## config.mk

```make
export PLATFORM = sky130hd
export DESIGN_NAME = cpu
export DESIGN_NICKNAME = d
export VERILOG_FILES = /design/src/source/lc3b_pkg.sv /design/src/source/alu.sv /design/src/source/cc_unit.sv /design/src/source/cpu.sv /design/src/source/cpu_control.sv /design/src/source/cpu_datapath.sv /design/src/source/regfile.sv
export VERILOG_INCLUDE_DIRS = /design/src /design/src/source
export SDC_FILE = /design/constraint.sdc
export NUM_CORES = 1
export LEC_CHECK = 0
export ABC_AREA = 0
export BUFFER_PORTS_ARGS = -buffer_cell sky130_fd_sc_hd__buf_2
export CAP_MARGIN = 20
export CORE_MARGIN = 2
export CORE_UTILIZATION = 58
export CTS_BUF_LIST = sky130_fd_sc_hd__clkbuf_8
export DETAILED_ROUTE_END_ITERATION = 6
export GPL_TIMING_DRIVEN = 0
export PLACE_DENSITY_LB_ADDON = 0.08
export SLEW_MARGIN = 25
export SYNTH_ARGS = -nofsm -noshare
export SYNTH_HDL_FRONTEND = slang
export SYNTH_HIERARCHICAL = 1
export SYNTH_SLANG_ARGS = --single-unit
```

## constraint.sdc

```tcl
create_clock -name clk -period 2.95 [get_ports clk]
set_input_delay 0.295 -clock clk [delete_from_list [all_inputs] [get_ports clk]]
set_output_delay 0.295 -clock clk [all_outputs]
set_load 0.05 [all_outputs]
```

## src/source/lc3b_config.svh

```systemverilog
`ifndef LC3B_CONFIG_SVH
`define LC3B_CONFIG_SVH

// Data and address width, one word
`define LC3B_WORD_W 16

// General purpose registers R0..R7
`define LC3B_NUM_REGS 8

// First fetch address after reset
`define LC3B_RESET_PC 16'h0000

`endif

```

## src/source/lc3b_pkg.sv

```systemverilog
`default_nettype none
`include "lc3b_config.svh"

package lc3b_pkg;

    typedef logic [`LC3B_WORD_W-1:0] lc3b_word;
    typedef logic [2:0] lc3b_reg;
    typedef logic [2:0] lc3b_nzp;

    // LC-3b opcode map, only part of it is executed
    typedef enum logic [3:0] {
        op_br   = 4'b0000,
        op_add  = 4'b0001,
        op_ldb  = 4'b0010,
        op_stb  = 4'b0011,
        op_jsr  = 4'b0100,
        op_and  = 4'b0101,
        op_ldr  = 4'b0110,
        op_str  = 4'b0111,
        op_rti  = 4'b1000,
        op_not  = 4'b1001,
        op_ldi  = 4'b1010,
        op_sti  = 4'b1011,
        op_jmp  = 4'b1100,
        op_shf  = 4'b1101,
        op_lea  = 4'b1110,
        op_trap = 4'b1111
    } lc3b_opcode;

    typedef enum logic [2:0] {
        alu_add,
        alu_and,
        alu_not,
        alu_sll,
        alu_srl,
        alu_sra,
        alu_pass
    } lc3b_aluop;

    typedef enum logic [1:0] {
        alumux_reg,
        alumux_imm5,
        alumux_off6
    } lc3b_alumux_sel;

    typedef enum logic [1:0] {
        rfmux_alu,
        rfmux_mem,
        rfmux_pc_off
    } lc3b_rfmux_sel;

    typedef enum logic {
        addr_off9,
        addr_off11
    } lc3b_addrmux_sel;

    typedef struct packed {
        lc3b_aluop      aluop;
        lc3b_alumux_sel alumux_sel;
        logic           shamt_sel;
    } lc3b_control_word_ex;

    typedef struct packed {
        logic d_mem_read;
        logic d_mem_write;
    } lc3b_control_word_mem;

    typedef struct packed {
        logic            load_regfile;
        logic            load_cc;
        lc3b_rfmux_sel   regfilemux_sel;
        logic            branch;
        lc3b_addrmux_sel addrmux_sel;
    } lc3b_control_word_wb;

    typedef struct packed {
        lc3b_control_word_ex  ex;
        lc3b_control_word_mem mem;
        lc3b_control_word_wb  wb;
    } lc3b_control_word;

endpackage

`default_nettype wire

```

## src/source/alu.sv

```systemverilog
`default_nettype none

module alu (
    input  lc3b_pkg::lc3b_aluop aluop,
    input  lc3b_pkg::lc3b_word  a,
    input  lc3b_pkg::lc3b_word  b,
    output lc3b_pkg::lc3b_word  f
);

    // Shift amount comes from imm4
    logic [3:0] shamt;

    assign shamt = b[3:0];

    always_comb begin
        case (aluop)
            lc3b_pkg::alu_add: f = a + b;
            lc3b_pkg::alu_and: f = a & b;
            lc3b_pkg::alu_not: f = ~a;
            lc3b_pkg::alu_sll: f = a << shamt;
            lc3b_pkg::alu_srl: f = a >> shamt;
            lc3b_pkg::alu_sra: f = lc3b_pkg::lc3b_word'($signed(a) >>> shamt);
            // alu_pass and the spare code
            default:           f = b;
        endcase
    end

endmodule

`default_nettype wire

```

## src/source/cc_unit.sv

```systemverilog
`default_nettype none

module cc_unit (
    input  logic               clk,
    input  logic               rst_n,
    input  logic               load,
    input  lc3b_pkg::lc3b_word value,
    input  lc3b_pkg::lc3b_nzp  br_cond,
    output logic               br_enable
);

    lc3b_pkg::lc3b_nzp gen_cc;
    lc3b_pkg::lc3b_nzp cc;

    always_comb begin
        if ($signed(value) < 0) begin
            gen_cc = 3'b100;
        end else if (value == '0) begin
            gen_cc = 3'b010;
        end else begin
            gen_cc = 3'b001;
        end
    end

    always_ff @(posedge clk) begin
        if (!rst_n) begin
            cc <= '0;
        end else if (load) begin
            cc <= gen_cc;
        end
    end

    // Taken when any requested condition is currently set
    assign br_enable = |(br_cond & cc);

endmodule

`default_nettype wire

```

## src/source/cpu.sv

```systemverilog
`default_nettype none

module cpu (
    input  logic               clk,
    input  logic               rst_n,
    input  lc3b_pkg::lc3b_word i_mem_rdata,
    output lc3b_pkg::lc3b_word i_mem_address,
    input  lc3b_pkg::lc3b_word d_mem_rdata,
    output lc3b_pkg::lc3b_word d_mem_address,
    output lc3b_pkg::lc3b_word d_mem_wdata,
    output logic               d_mem_read,
    output logic               d_mem_write
);

    lc3b_pkg::lc3b_control_word cw;
    lc3b_pkg::lc3b_opcode opcode;
    logic ir_4;
    logic ir_5;
    logic ir_11;

    // Decode happens in ID, same cycle
    cpu_control control_i (
        .opcode (opcode),
        .ir_4   (ir_4),
        .ir_5   (ir_5),
        .ir_11  (ir_11),
        .cw     (cw)
    );

    cpu_datapath datapath_i (
        .clk           (clk),
        .rst_n         (rst_n),
        .cw            (cw),
        .opcode        (opcode),
        .ir_4          (ir_4),
        .ir_5          (ir_5),
        .ir_11         (ir_11),
        .i_mem_rdata   (i_mem_rdata),
        .i_mem_address (i_mem_address),
        .d_mem_rdata   (d_mem_rdata),
        .d_mem_address (d_mem_address),
        .d_mem_wdata   (d_mem_wdata),
        .d_mem_read    (d_mem_read),
        .d_mem_write   (d_mem_write)
    );

endmodule

`default_nettype wire

```

## src/source/cpu_control.sv

```systemverilog
`default_nettype none

module cpu_control (
    input  lc3b_pkg::lc3b_opcode       opcode,
    input  logic                       ir_4,
    input  logic                       ir_5,
    input  logic                       ir_11,
    output lc3b_pkg::lc3b_control_word cw
);

    always_comb begin
        // Everything inactive unless the opcode says otherwise
        cw = '0;
        case (opcode)
            lc3b_pkg::op_add: begin
                cw.ex.aluop = lc3b_pkg::alu_add;
                cw.ex.alumux_sel = ir_5 ? lc3b_pkg::alumux_imm5 : lc3b_pkg::alumux_reg;
                cw.wb.load_regfile = 1'b1;
                cw.wb.load_cc = 1'b1;
            end
            lc3b_pkg::op_and: begin
                cw.ex.aluop = lc3b_pkg::alu_and;
                cw.ex.alumux_sel = ir_5 ? lc3b_pkg::alumux_imm5 : lc3b_pkg::alumux_reg;
                cw.wb.load_regfile = 1'b1;
                cw.wb.load_cc = 1'b1;
            end
            lc3b_pkg::op_not: begin
                cw.ex.aluop = lc3b_pkg::alu_not;
                cw.wb.load_regfile = 1'b1;
                cw.wb.load_cc = 1'b1;
            end
            lc3b_pkg::op_shf: begin
                // Bit 4 is the direction, bit 5 arithmetic on right shifts
                case ({ir_5, ir_4})
                    2'b01:   cw.ex.aluop = lc3b_pkg::alu_srl;
                    2'b11:   cw.ex.aluop = lc3b_pkg::alu_sra;
                    default: cw.ex.aluop = lc3b_pkg::alu_sll;
                endcase
                cw.ex.shamt_sel = 1'b1;
                cw.wb.load_regfile = 1'b1;
                cw.wb.load_cc = 1'b1;
            end
            lc3b_pkg::op_ldr: begin
                cw.ex.aluop = lc3b_pkg::alu_add;
                cw.ex.alumux_sel = lc3b_pkg::alumux_off6;
                cw.mem.d_mem_read = 1'b1;
                cw.wb.load_regfile = 1'b1;
                cw.wb.load_cc = 1'b1;
                cw.wb.regfilemux_sel = lc3b_pkg::rfmux_mem;
            end
            lc3b_pkg::op_str: begin
                cw.ex.aluop = lc3b_pkg::alu_add;
                cw.ex.alumux_sel = lc3b_pkg::alumux_off6;
                cw.mem.d_mem_write = 1'b1;
            end
            lc3b_pkg::op_lea: begin
                cw.wb.load_regfile = 1'b1;
                cw.wb.regfilemux_sel = lc3b_pkg::rfmux_pc_off;
                cw.wb.addrmux_sel = lc3b_pkg::addr_off9;
            end
            lc3b_pkg::op_br: begin
                // nzp = 000 never matches, so 0x0000 falls through as a NOP
                cw.wb.branch = 1'b1;
                cw.wb.addrmux_sel = lc3b_pkg::addr_off9;
            end
            lc3b_pkg::op_jsr: begin
                // Only the offset select is decoded, no link or jump happens
                cw.wb.addrmux_sel = ir_11 ? lc3b_pkg::addr_off11 : lc3b_pkg::addr_off9;
            end
            default: begin
                cw = '0;
            end
        endcase
    end

endmodule

`default_nettype wire

```

## src/source/cpu_datapath.sv

```systemverilog
`default_nettype none
`include "lc3b_config.svh"

module cpu_datapath (
    input  logic                       clk,
    input  logic                       rst_n,
    input  lc3b_pkg::lc3b_control_word cw,
    output lc3b_pkg::lc3b_opcode       opcode,
    output logic                       ir_4,
    output logic                       ir_5,
    output logic                       ir_11,
    input  lc3b_pkg::lc3b_word         i_mem_rdata,
    output lc3b_pkg::lc3b_word         i_mem_address,
    input  lc3b_pkg::lc3b_word         d_mem_rdata,
    output lc3b_pkg::lc3b_word         d_mem_address,
    output lc3b_pkg::lc3b_word         d_mem_wdata,
    output logic                       d_mem_read,
    output logic                       d_mem_write
);

    // IF
    lc3b_pkg::lc3b_word pc, pc_plus2, pc_next;
    // ID
    lc3b_pkg::lc3b_word pc_id, ir_id, reg_a_id, reg_b_id;
    lc3b_pkg::lc3b_reg src_b_id;
    // EX
    lc3b_pkg::lc3b_control_word_ex ex_ctl;
    lc3b_pkg::lc3b_control_word_mem mem_ctl_ex;
    lc3b_pkg::lc3b_control_word_wb wb_ctl_ex;
    lc3b_pkg::lc3b_word pc_ex, reg_a_ex, reg_b_ex, alu_b, alu_f;
    lc3b_pkg::lc3b_word imm5_sext, imm4_zext, off6_adj;
    lc3b_pkg::lc3b_reg dest_ex;
    logic [10:0] ir_ex;
    // MEM
    lc3b_pkg::lc3b_control_word_mem mem_ctl;
    lc3b_pkg::lc3b_control_word_wb wb_ctl_mem;
    lc3b_pkg::lc3b_word pc_mem, alu_mem, wdata_mem;
    lc3b_pkg::lc3b_reg dest_mem;
    logic [10:0] ir_mem;
    // WB
    lc3b_pkg::lc3b_control_word_wb wb_ctl;
    lc3b_pkg::lc3b_word pc_wb, alu_wb, mdr_wb, off9_adj, off11_adj, pc_plus_off, rf_in;
    lc3b_pkg::lc3b_reg dest_wb;
    logic [10:0] ir_wb;
    logic br_enable;

    // Fetch, branch redirect comes from WB
    assign i_mem_address = pc;
    assign pc_plus2 = pc + 16'd2;
    assign pc_next = (wb_ctl.branch && br_enable) ? pc_plus_off : pc_plus2;

    always_ff @(posedge clk) begin
        if (!rst_n) begin
            pc <= `LC3B_RESET_PC;
        end else begin
            pc <= pc_next;
        end
    end

    // IF/ID, instruction cleared to a NOP while in reset
    always_ff @(posedge clk) begin
        if (!rst_n) begin
            ir_id <= '0;
        end else begin
            ir_id <= i_mem_rdata;
        end
        pc_id <= pc_plus2;
    end

    assign opcode = lc3b_pkg::lc3b_opcode'(ir_id[15:12]);
    assign ir_4 = ir_id[4];
    assign ir_5 = ir_id[5];
    assign ir_11 = ir_id[11];

    // STR reads its source register through port b
    assign src_b_id = (opcode == lc3b_pkg::op_str) ? ir_id[11:9] : ir_id[2:0];

    regfile regfile_i (
        .clk   (clk),
        .rst_n (rst_n),
        .load  (wb_ctl.load_regfile),
        .dest  (dest_wb),
        .src_a (ir_id[8:6]),
        .src_b (src_b_id),
        .in    (rf_in),
        .reg_a (reg_a_id),
        .reg_b (reg_b_id)
    );

    // ID/EX
    always_ff @(posedge clk) begin
        if (!rst_n) begin
            ex_ctl <= '0;
            mem_ctl_ex <= '0;
            wb_ctl_ex <= '0;
        end else begin
            ex_ctl <= cw.ex;
            mem_ctl_ex <= cw.mem;
            wb_ctl_ex <= cw.wb;
        end
        pc_ex <= pc_id;
        dest_ex <= ir_id[11:9];
        ir_ex <= ir_id[10:0];
        reg_a_ex <= reg_a_id;
        reg_b_ex <= reg_b_id;
    end

    assign imm5_sext = {{(`LC3B_WORD_W-5){ir_ex[4]}}, ir_ex[4:0]};
    assign imm4_zext = {{(`LC3B_WORD_W-4){1'b0}}, ir_ex[3:0]};
    // Word offset for LDR/STR
    assign off6_adj = {{(`LC3B_WORD_W-7){ir_ex[5]}}, ir_ex[5:0], 1'b0};

    always_comb begin
        if (ex_ctl.shamt_sel) begin
            alu_b = imm4_zext;
        end else begin
            case (ex_ctl.alumux_sel)
                lc3b_pkg::alumux_imm5: alu_b = imm5_sext;
                lc3b_pkg::alumux_off6: alu_b = off6_adj;
                default:               alu_b = reg_b_ex;
            endcase
        end
    end

    alu alu_i (
        .aluop (ex_ctl.aluop),
        .a     (reg_a_ex),
        .b     (alu_b),
        .f     (alu_f)
    );

    // EX/MEM
    always_ff @(posedge clk) begin
        if (!rst_n) begin
            mem_ctl <= '0;
            wb_ctl_mem <= '0;
        end else begin
            mem_ctl <= mem_ctl_ex;
            wb_ctl_mem <= wb_ctl_ex;
        end
        pc_mem <= pc_ex;
        dest_mem <= dest_ex;
        ir_mem <= ir_ex;
        alu_mem <= alu_f;
        wdata_mem <= reg_b_ex;
    end

    assign d_mem_address = alu_mem;
    assign d_mem_wdata = wdata_mem;
    assign d_mem_read = mem_ctl.d_mem_read;
    assign d_mem_write = mem_ctl.d_mem_write;

    // MEM/WB
    always_ff @(posedge clk) begin
        if (!rst_n) begin
            wb_ctl <= '0;
        end else begin
            wb_ctl <= wb_ctl_mem;
        end
        pc_wb <= pc_mem;
        dest_wb <= dest_mem;
        ir_wb <= ir_mem;
        alu_wb <= alu_mem;
        mdr_wb <= d_mem_rdata;
    end

    // pc_wb already holds the instruction address plus 2
    assign off9_adj = {{(`LC3B_WORD_W-10){ir_wb[8]}}, ir_wb[8:0], 1'b0};
    assign off11_adj = {{(`LC3B_WORD_W-12){ir_wb[10]}}, ir_wb[10:0], 1'b0};
    assign pc_plus_off = pc_wb +
        ((wb_ctl.addrmux_sel == lc3b_pkg::addr_off11) ? off11_adj : off9_adj);

    always_comb begin
        case (wb_ctl.regfilemux_sel)
            lc3b_pkg::rfmux_mem:    rf_in = mdr_wb;
            lc3b_pkg::rfmux_pc_off: rf_in = pc_plus_off;
            default:                rf_in = alu_wb;
        endcase
    end

    // Branch condition bits sit in the destination field
    cc_unit cc_unit_i (
        .clk       (clk),
        .rst_n     (rst_n),
        .load      (wb_ctl.load_cc),
        .value     (rf_in),
        .br_cond   (dest_wb),
        .br_enable (br_enable)
    );

endmodule

`default_nettype wire

```

## src/source/regfile.sv

```systemverilog
`default_nettype none
`include "lc3b_config.svh"

module regfile (
    input  logic               clk,
    input  logic               rst_n,
    input  logic               load,
    input  lc3b_pkg::lc3b_reg  dest,
    input  lc3b_pkg::lc3b_reg  src_a,
    input  lc3b_pkg::lc3b_reg  src_b,
    input  lc3b_pkg::lc3b_word in,
    output lc3b_pkg::lc3b_word reg_a,
    output lc3b_pkg::lc3b_word reg_b
);

    lc3b_pkg::lc3b_word regs [`LC3B_NUM_REGS];

    always_ff @(posedge clk) begin
        if (!rst_n) begin
            for (int i = 0; i < `LC3B_NUM_REGS; i++) begin
                regs[i] <= '0;
            end
        end else if (load) begin
            regs[dest] <= in;
        end
    end

    // Write-through so ID sees the value WB writes in the same cycle
    assign reg_a = (load && (dest == src_a)) ? in : regs[src_a];
    assign reg_b = (load && (dest == src_b)) ? in : regs[src_b];

endmodule

`default_nettype wire

```

==> metrics.md, run 1 <==
| Metric | Value |
|---|---|
| Ys Warns | `6` |
| Synth Cell Area | `0.0179 sq mm` |
| Initial Utilization | `58.7%` |
| Asr flop ratio synth | `0%` |
| Req. time, crit path | `around 3400 ps` |
| Maximum vdd drop | `375 uV` |
| Class of the worst hold path | `input port to flop` |
| Fin. max-slew vios | `0` |
| CTS buffer count | `60` |
| Worst clock skew | `23.3 ps` |
| Failing checks | `setup timing` |
| Slew HR | `30.6%` |
| Cells after synthesis | `1,459` |
| Power after layout | `14.4 mW` |
| Drt total wl | `between 50 and 60 mm` |
| Root Buffer | `clkbuf_8` |
| First-iteration detailed-routing DRC count | `1,131` |
| Reg-to-Reg End | `datapath_i/d_mem_address[9]` |
| Commonest non-fill, non-tap cell in the layout | `dfxtp_1` |
| Ys flop type | `dfxtp_1` |
| Gp weighted congestion | `a little under 1` |
| Remaining DRCs | `0` |
| Clk_lat worst skew | `630 ps` |
| Number of distinct library cells after synthesis | `91` |
| Largest net degree at the start of global routing | `18` |
| Critical path launch point type | `flop` |
| RSZ-0062 raised after global routing | `true` |
| Worst setup EP type | `flop` |
| Worst R2R Setup Slack | `-260 ps` |
| Final hold violation count | `0` |
| Hold Slack | `121 ps` |
| Hold depth | `2` |
| First-pass GRT wire length | `about 76 mm` |
| Total global routing overflow | `0` |
| Power density over cell area | `664 mW/mm^2` |
| Final Net Count | `1,755` |
| Antenna diodes | `0` |
| Die area | `0.0322 sq mm` |
| Vias per inst | `6.03` |
| Pleak | `8.77 nW` |
| Die X | `180 um` |
| PortBufs | `83` |
| CTS sink count | `around 390` |
| Status | `finished with violations` |
| Crit share post-route | `109%` |
| Reg2reg start | `datapath_i/ex_ctl[1]` |
| Area Growth Syn to Fin | `21.1%` |
| Vias | `12,800` |
| Antenna violations before repair | `1` |
| Worst-Margin Slew | `approximately 1000 ps` |
| Non-filler cells, final | `2,127` |
| Vias in the first global route | `12,800` |
| Most frequent cells in the layout | `257 x dfxtp_1, 177 x and2_1, 128 x edfxtp_1, 92 x buf_2, 79 x nor2_1` |
| CTS tree | `built` |
| Fmax | `between 0.3 and 0.4 GHz` |
| H-Tree Depth | `2` |
| FF-to-FF path depth | `14` |
| Tmin final | `~3200 ps` |
| Post-DP HPWL | `about 37 mm` |
| Hold Path End | `datapath_i/cc_unit_i/cc[2]` |
| Sequential share of the synthesized area | `approximately half` |
| Syn_nets | `1,531` |
| Share of cells above drive strength 1 | `28.5%` |
| CP Class | `flop to flop` |
| Die Height | `about 180 um` |
| Core Area | `a little over 0.03 sq mm` |
| GR Util All Layers | `between 30% and 40%` |
| Maximum clock insertion buffer count | `3` |
| Mean Syn Cell Area | `12.2 sq um` |
| Placed cells | `1,948` |
| DRT Pass-1 Iters | `6` |
| Maxcap violations | `0` |
| Flops & latches, synth | `approximately 390` |
| Reg clk slew, reported paths | `~60 ps` |
| Top Ports | `84` |
| Hold Crit Start | `rst_n` |
| Worst path arrival time | `around 3700 ps` |
| Site Rows | `64` |
| Post-synth EDFFs | `roughly 130` |
| Antenna Nets Post-Route | `0` |
| DR WL/cell | `23.9 um` |
| PnR worst setup slack | `-262 ps` |
| Final setup violation count | `15` |
| Critical Path Fanout Max | `5` |
## per-stage QoR
step / TNS [ps] / util [%] / setup WS, ps / area (sq um)
global placement: -92350 / 61.8 / -968 / 18800
detailed placement: -23310 / 62.3 / -822 / 19000
floorplan: -10.7 / - / -10.7 / 17900
finish: -2500 / 71.1 / -262 / 21600
global route: -4840 / 71.1 / -420 / 21600
CTS: -3270 / 69.7 / -279 / 21200
## synth_stat cells (all sizes together) (7+ instances only)
master	number	share of area, %
a211oi	18	0.81
a21boi	8	0.40
a21o	10	0.42
a21oi	47	1.4
a22oi	16	0.67
a31oi	9	0.32
and2	179	6.3
buf	35	1.5
clkbuf	53	1.1
dfxtp	259	29
edfxtp	128	22
ha	36	2.5
inv	38	0.80
mux2	82	5.5
mux2i	32	1.9
mux4	77	11
nand2	50	1.1
nand2b	12	0.50
nand3	21	0.59
nand4	10	0.43
nor2	82	1.7
nor2b	8	0.28
nor3	17	0.48
nor3b	7	0.29
o211ai	7	0.29
o21ai	71	2.0
o221ai	10	0.53
o22ai	9	0.32
xnor2	28	1.5
xor2	17	0.83
## area by class of cell
| cell class | count | area, sq um |
|---|---|---|
| Buffer | 85 | 490 |
| Timing Repair Buffer | 165 | 1170 |
| Tap cell | 396 | 495 |
| Clock inverter | 34 | 327 |
| Clock buffer | 76 | 1050 |
| Fill cell | 2244 | 8800 |
| Sequential cell | 387 | 9030 |
| Inverter | 38 | 148 |
| Multi-Input combinational cell | 946 | 8920 |
## registers in the layout (all words and copies together) (netlist names), 3 cells and up
register and count:
datapath_i/d_mem_address 16, datapath_i/reg_a_ex 16, datapath_i/pc_wb 16, datapath_i/wb_ctl 6, datapath_i/pc_id 16, datapath_i/ir_wb 10, datapath_i/ir_id 16, datapath_i/ir_ex 10
datapath_i/reg_b_ex 16, datapath_i/mdr_wb 16, datapath_i/wb_ctl_mem 6, datapath_i/regfile_i/regs 128, datapath_i/cc_unit_i/cc 3, datapath_i/i_mem_address 16, datapath_i/d_mem_wdata 16, datapath_i/pc_ex 16
datapath_i/wb_ctl_ex 6, datapath_i/ir_mem 10, datapath_i/pc_mem 16, datapath_i/alu_wb 16, datapath_i/ex_ctl 6
## power by group
part / internal [mW] / switching, mW
Combinational: 1.20 / 1.99
Clock: 2.86 / 2.12
Sequential: 5.90 / 0.311
## cell families after synthesis
kind of cell	Yosys count	synth area share, %
buf+inv	126	3.45
mux	191	18.3
fa+ha+maj	38	2.75
simple gates	416	13.0
flops	387	50.5
xor+xnor	45	2.29
compound gates	256	9.72
## per-layer routing
| metal | track usage, % | up-vias | share of wire [%] |
|---|---|---|---|
| met4 | 11.3 | 0 | 3.8 |
| met1 | 40.2 | 6304 | 41 |
| met2 | 52.0 | 502 | 49 |
| met3 | 5.04 | 121 | 6.3 |
| met5 | 0 | - | 0 |
| li1 | - | 5890 | - |
## worst max path at each step
| stage | from | to | slack [ps] | cells past startpoint |
|---|---|---|---|---|
| 3_3_place_gp | datapath_i/wb_ctl[0] | datapath_i/cc_unit_i/cc[0] | -970 | 11 |
| 3_5_place_dp | datapath_i/ex_ctl[1] | datapath_i/d_mem_address[14] | -820 | 16 |
| 2_1_floorplan | datapath_i/ex_ctl[1] | datapath_i/d_mem_address[10] | -10 | 14 |
| 4_1_cts | datapath_i/ex_ctl[1] | datapath_i/d_mem_address[9] | -280 | 14 |
| 5_1_grt | datapath_i/ex_ctl[1] | datapath_i/d_mem_address[9] | -420 | 14 |
| 6_report | datapath_i/ex_ctl[1] | datapath_i/d_mem_address[9] | -260 | 14 |
## repair_timing
| item | CTS | global route |
|---|---|---|
| buffers inserted | 21 | 18 |
| endpoints found under the setup margin | 59 | 57 |
| cloned | 0 | 1 |
| resized for setup | 80 | 67 |
| pin swaps | 20 | 48 |
| hold endpoints to repair | 32 | 0 |
| hold buffers | 32 | 0 |
## worst max-delay path: stages (launching register included)
cell and delay [ps]:
dfxtp_2 340, inv_2 40, ha_4 290, inv_4 40, a21o_1 200, a222oi_1 380, inv_2 130, buf_4 170
ha_4 230, a211oi_2 260, o21ai_2 120, o2111a_2 330, or3_1 310, nand3_1 90, a31oi_1 110
Note: power is estimated with default switching activity, not from simulation.
==> run 2: changes to the inputs <==
Settings changed: SKIP_CTS_REPAIR_TIMING set to 1, SKIP_LAST_GASP set to 1.
==> run 2 against run 1 <==
The run still ends with setup timing left. Critical path depth decreased by 1. First-iteration DRC count down 6.6%. Clock-buffer cell count did not move. Combinational power down 3%. Design area shrank 1.0%. Clock skew is 4.1 ps lower. Cell count shrank 0.85%. Clock power about the same. Worst setup slack got worse by 160 ps. Wire length shrank 0.27%.
==> metrics.md, run 2 (synthesis results as in run 1) <==
| Metric | Value |
|---|---|
| CP Class | `flop to flop` |
| Drt total wl | `between 50 and 60 mm` |
| Vias | `12,700` |
| CTS buffer count | `60` |
| Antenna Nets Post-Route | `0` |
| Post-DP HPWL | `37.2 mm` |
| Worst path arrival time | `3900 ps` |
| Gp weighted congestion | `0.976` |
| CP max-delay cell | `a211oi_1` |
| Critical Path Fanout Max | `10` |
| Share of cells above drive strength 1 | `27.0%` |
| Placed cells | `1,948` |
| First-iteration detailed-routing DRC count | `1,056` |
| Final hold violation count | `0` |
| Critical path launch point type | `flop` |
| Hold Slack | `approximately 120 ps` |
| Cell mode on critical path | `inv_1` |
| Pleak | `around 8.7 nW` |
| Hold Crit Start | `rst_n` |
| Req. time, crit path | `around 3500 ps` |
| Most frequent cells in the layout | `257 x dfxtp_1, 177 x and2_1, 128 x edfxtp_1, 92 x buf_2, 79 x nor2_1` |
| Worst stage delay on the critical path | `520 ps` |
| Reg2reg start | `datapath_i/ex_ctl[1]` |
| Die Height | `~180 um` |
| Power after layout | `about 14 mW` |
| Crit path buffers/inverters | `6` |
| Class of the worst hold path | `input port to flop` |
| CP top delay family | `compound AO/OA/AOI/OAI gates` |
| RSZ-0062 raised after global routing | `true` |
| Maximum vdd drop | `372 uV` |
| Final Net Count | `~1,700` |
| CTS tree | `built` |
| Status | `finished with violations` |
| Maxcap violations | `0` |
| Slew HR | `28.6%` |
| Core Area | `0.0304 sq mm` |
| Biggest register | `datapath_i/regfile_i/regs` |
| GR Util All Layers | `29.9%` |
| Initial Utilization | `between 50 and 60%` |
| Reg clk slew, reported paths | `60 ps` |
| Antenna violations before repair | `1` |
| Failing checks | `setup timing` |
| Critical Path Source | `datapath_i/ex_ctl[1]` |
| Area Growth Syn to Fin | `19.9%` |
| Clk_lat worst skew | `approximately 630 ps` |
| Fin. max-slew vios | `0` |
| Non-filler cells, final | `2,109` |
| Max reg flops | `128` |
| Worst setup EP type | `flop` |
| Top Ports | `84` |
| Root Buffer | `clkbuf_8` |
| Maximum clock insertion buffer count | `3` |
| Final setup violation count | `15` |
| Vias per inst | `6.03` |
| H-Tree Depth | `2` |
| First-pass GRT wire length | `between 70 and 80 mm` |
| DRT Pass-1 Iters | `6` |
| Antenna diodes | `0` |
| Worst-Margin Slew | `1060 ps` |
| PnR worst setup slack | `-423 ps` |
| DR WL/cell | `24.0 um` |
| Power density over cell area | `around 670 mW/mm^2` |
| Worst clock skew | `19.2 ps` |
| Crit-path cells | `inv_2, ha_4, buf_8, inv_4, a21o_1, a222oi_1, inv_1, inv_1, nand4_1, clkbuf_2, a211oi_1, a2111oi_4, o22ai_1` |
| Fmax | `approximately 0.30 GHz` |
| Site Rows | `between 60 and 70` |
| # fillers | `~2,200` |
| Die area | `~0.032 sq mm` |
| PortBufs | `83` |
| Vias in the first global route | `around 12,000` |
| CTS sink count | `387` |
| Place WS | `-822 ps` |
| Crit share post-route | `114%` |
| Largest net degree at the start of global routing | `18` |
| Tmin final | `between 3000 and 4000 ps` |
| Total global routing overflow | `0` |
| Die X | `180 um` |
| Commonest non-fill, non-tap cell in the layout | `dfxtp_1` |
| Remaining DRCs | `0` |
[run 2: layout make-up]
type                            instances  area, sq um  area share [%]
Clock inverter                         34          327            1.53
Inverter                               38          148           0.689
Timing Repair Buffer                  144          983            4.59
Multi-Input combinational cell        946         8870            41.4
Clock buffer                           76         1050            4.88
Sequential cell                       387         9030            42.2
Buffer                                 88          508            2.37
Tap cell                              396          495            2.31
[run 2: final timing paths]
check	end	slack (ps)	cells past startpoint
worst min-delay path	datapath_i/cc_unit_i/cc[2]	120	2
worst min register to register	datapath_i/pc_ex[15]	320	0
worst max register to register	datapath_i/d_mem_address[12]	-420	13
worst max-delay path	datapath_i/d_mem_address[12]	-420	13
[run 2: stage by stage]
stage	TNS, ps	utilization (%)	area, sq um
floorplan	-10.7	-	17900
global placement	-92350	61.8	18800
detailed placement	-23310	62.3	19000
CTS	-16670	66.8	20300
global route	-6150	70.4	21400
finish	-4080	70.4	21400
[run 2: worst reg2reg max path: stages, from the launching register on]
cell       delay (ps)
dfxtp_2           340
inv_2              40
ha_4              260
buf_8             110
inv_4              40
a21o_1            200
a222oi_1          370
inv_1             210
inv_1             180
nand4_1           390
clkbuf_2          380
a211oi_1          530
a2111oi_4          90
o22ai_1           160
[run 2: layer usage]
metal,global-route usage [%],wire (um)
met1,40.0,21000
met2,50.2,24900
met3,4.44,3080
met4,10.1,1690
met5,0,0
[run 2: report_power, final]
group	leakage [nW]	internal [mW]	switching (mW)
clock	0.769	2.86	2.12
sequential	3.46	5.90	0.309
combinational	4.42	1.14	1.96
total	8.65	9.90	4.39
==> run 3: changes to the inputs <==
Settings changed: BUFFER_PORTS_ARGS -buffer_cell sky130_fd_sc_hd__buf_2 to not set, CORE_UTILIZATION 58 to 60, DONT_BUFFER_PORTS set to 1.
==> run 3 against run 2 <==
The run ends with hold timing, setup timing left. Worst setup slack improved by 59 ps. Cell count decreased by 3.9%. Utilization increased by 1.2 points. First-iteration DRC count decreased by 12%. Clock skew increased by 28 ps. Power decreased by 1.8%. Worst hold slack got worse by 120 ps. Sequential share of layout area increased by 0.62 points. Clock-buffer cell count decreased by 2. Critical endpoint is now datapath_i/d_mem_address[13]. Highest routed layer unchanged.
==> metrics.md, run 3 (synthesis results as in run 1) <==
| Metric | Value |
|---|---|
| PnR worst setup slack | `-364 ps` |
| Worst-Margin Slew | `839 ps` |
| Total negative slack | `-3500 ps` |
| Power density over cell area | `~670 mW/mm^2` |
| Seq pwr share | `47.4%` |
| Maxcap violations | `0` |
| Final setup violation count | `15` |
| Power after layout | `14.0 mW` |
| Critical path launch point type | `flop` |
| Site Rows | `63` |
| DRT Pass-1 Iters | `5` |
| Crit share post-route | `112%` |
| Total global routing overflow | `0` |
| Commonest non-fill, non-tap cell in the layout | `dfxtp_1` |
| Root Buffer | `clkbuf_8` |
| Crit-path cells | `inv_2, ha_4, buf_8, inv_4, a21o_1, a222oi_1, inv_2, buf_12, buf_12, mux4_2, mux2i_4, o22ai_1, a211oi_2, o22ai_1` |
| Top Ports | `84` |
| Critical Path Fanout Max | `9` |
| Pleak | `8.34 nW` |
| Sw power | `4.35 mW` |
| Worst clock skew | `47.7 ps` |
| Maximum vdd drop | `approximately 470 uV` |
| Reg-to-Reg End | `datapath_i/d_mem_address[13]` |
| CP max-delay cell | `mux4_2` |
| Reg clk slew, reported paths | `60 ps` |
| First-pass GRT wire length | `72.3 mm` |
| DR WL/cell | `24.5 um` |
| Die X | `~180 um` |
| Gp weighted congestion | `0.935` |
| Non-filler cells, final | `2,027` |
| Reg2reg start | `datapath_i/ex_ctl[1]` |
| Worst setup EP type | `flop` |
| Share of cells above drive strength 1 | `24.2%` |
| Initial Utilization | `60.6%` |
| CTS tree | `built` |
| Class of the worst hold path | `input port to flop` |
| Req. time, crit path | `3420 ps` |
| Most frequent cells in the layout | `256 x dfxtp_1, 176 x and2_1, 128 x edfxtp_1, 81 x nor2_1, 74 x clkbuf_8` |
| Remaining DRCs | `0` |
| Worst R2R Setup Slack | `-360 ps` |
| Core Area | `0.0295 sq mm` |
| Post-DP HPWL | `approximately 37 mm` |
| First-iteration detailed-routing DRC count | `934` |
| Clk_lat worst skew | `640 ps` |
| Failing checks | `hold timing, setup timing` |
| Largest net degree at the start of global routing | `17` |
| Vias per inst | `around 6.1` |
| RSZ-0062 raised after global routing | `true` |
| Max reg flops | `128` |
| Levels on crit path | `14` |
| Hold Crit Start | `rst_n` |
| Antenna diodes | `0` |
| Final hold violation count | `1` |
| Internal Pwr Total | `around 9.7 mW` |
| CP top delay family | `compound AO/OA/AOI/OAI gates` |
| Worst stage delay on the critical path | `460 ps` |
| Die Height | `177 um` |
| Vias in the first global route | `~12,000` |
| Drt total wl | `between 40 and 50 mm` |
| Comb pwr share | `18.5%` |
| CTS buffer count | `slightly below 60` |
| Tmin final | `3310 ps` |
| Sw frac | `a little under a third` |
| Hold Slack | `-4.45 ps` |
| GR Util All Layers | `30.9%` |
| Hold Path End | `datapath_i/cc_unit_i/cc[1]` |
| Placed cells | `~1,900` |
| Fmax | `slightly above 0.3 GHz` |
| Antenna Nets Post-Route | `0` |
| Hold depth | `3` |
| Fin. max-slew vios | `0` |
| PortBufs | `0` |
| Worst path arrival time | `between 3000 and 4000 ps` |
| H-Tree Depth | `2` |
| FF-to-FF path depth | `14` |
| Area Growth Syn to Fin | `18.1%` |
| CP Class | `flop to flop` |
| Status | `finished with violations` |
| Final Net Count | `1,664` |
| Vias | `roughly 12,000` |
| Biggest register | `datapath_i/regfile_i/regs` |
| Die area | `0.0312 sq mm` |
| Slew HR | `43.6%` |
| Crit path buffers/inverters | `6` |
| Antenna violations before repair | `0` |
| Clock power frac | `34.2%` |
| Place WS | `-620 ps` |
| CTS sink count | `387` |
| Maximum clock insertion buffer count | `3` |
-- run 3: changes by cell type in the layout (fill, tap and decap cells not counted), sizes merged --
cell         before  now
clkinvlp          1    2
buf             146   73
dlygate4sd3      32   33
bufinv            6    5
inv              58   55
clkbuf          130  129
-- run 3: routing by layer --
metal  vias to the layer above  track usage (%)  wire length (um)
li1                       5696                -                 -
met1                      6077             40.3             20100
met2                       502             52.0             24200
met3                       114             5.12              3440
met4                         0             11.2              1870
met5                         -                0                 0
-- run 3: metrics by stage --
stage	util [%]	area [sq um]
2_1_floorplan	-	17900
3_3_place_gp	62.4	18400
3_5_place_dp	62.8	18500
4_1_cts	67.2	19800
5_1_grt	71.6	21100
6_report	71.6	21100
-- run 3: worst min-delay path: cells and delay by family --
| family | cells | cell delay [ps] |
|---|---|---|
| AND/OR/NAND/NOR | 2 | 190 |
| AO/OA/AOI/OAI | 1 | 70 |
-- run 3: power by group through the flow --
stage | Sequential, mW | Clock (mW) | Combinational, mW
2_1_floorplan | 6.57 | 0 | 1.44
3_3_place_gp | 6.74 | 0 | 2.05
3_5_place_dp | 6.74 | 0 | 2.10
4_1_cts | 6.63 | 4.88 | 2.12
5_1_grt | 6.68 | 5.09 | 2.74
6_report | 6.65 | 4.80 | 2.59
-- run 3: cell type report --
cell class / count / area (sq um)
clock buffer: 74 / 1020
tap: 390 / 488
sequential: 387 / 9030
clock inverter: 31 / 284
multi-input combinational: 946 / 8900
buffer: 88 / 546
inverter: 38 / 145
timing repair buffer: 73 / 687
fill: 2053 / 8380
-- run 3: how the worst max path moves through the flow --
stage,endpoint,startpoint
2_1_floorplan,datapath_i/d_mem_address[10],datapath_i/ex_ctl[1]
3_3_place_gp,datapath_i/cc_unit_i/cc[0],datapath_i/dest_wb[1]
3_5_place_dp,datapath_i/d_mem_address[14],datapath_i/ex_ctl[1]
4_1_cts,datapath_i/d_mem_address[14],datapath_i/ex_ctl[1]
5_1_grt,datapath_i/d_mem_address[14],datapath_i/ex_ctl[1]
6_report,datapath_i/d_mem_address[13],datapath_i/ex_ctl[1]
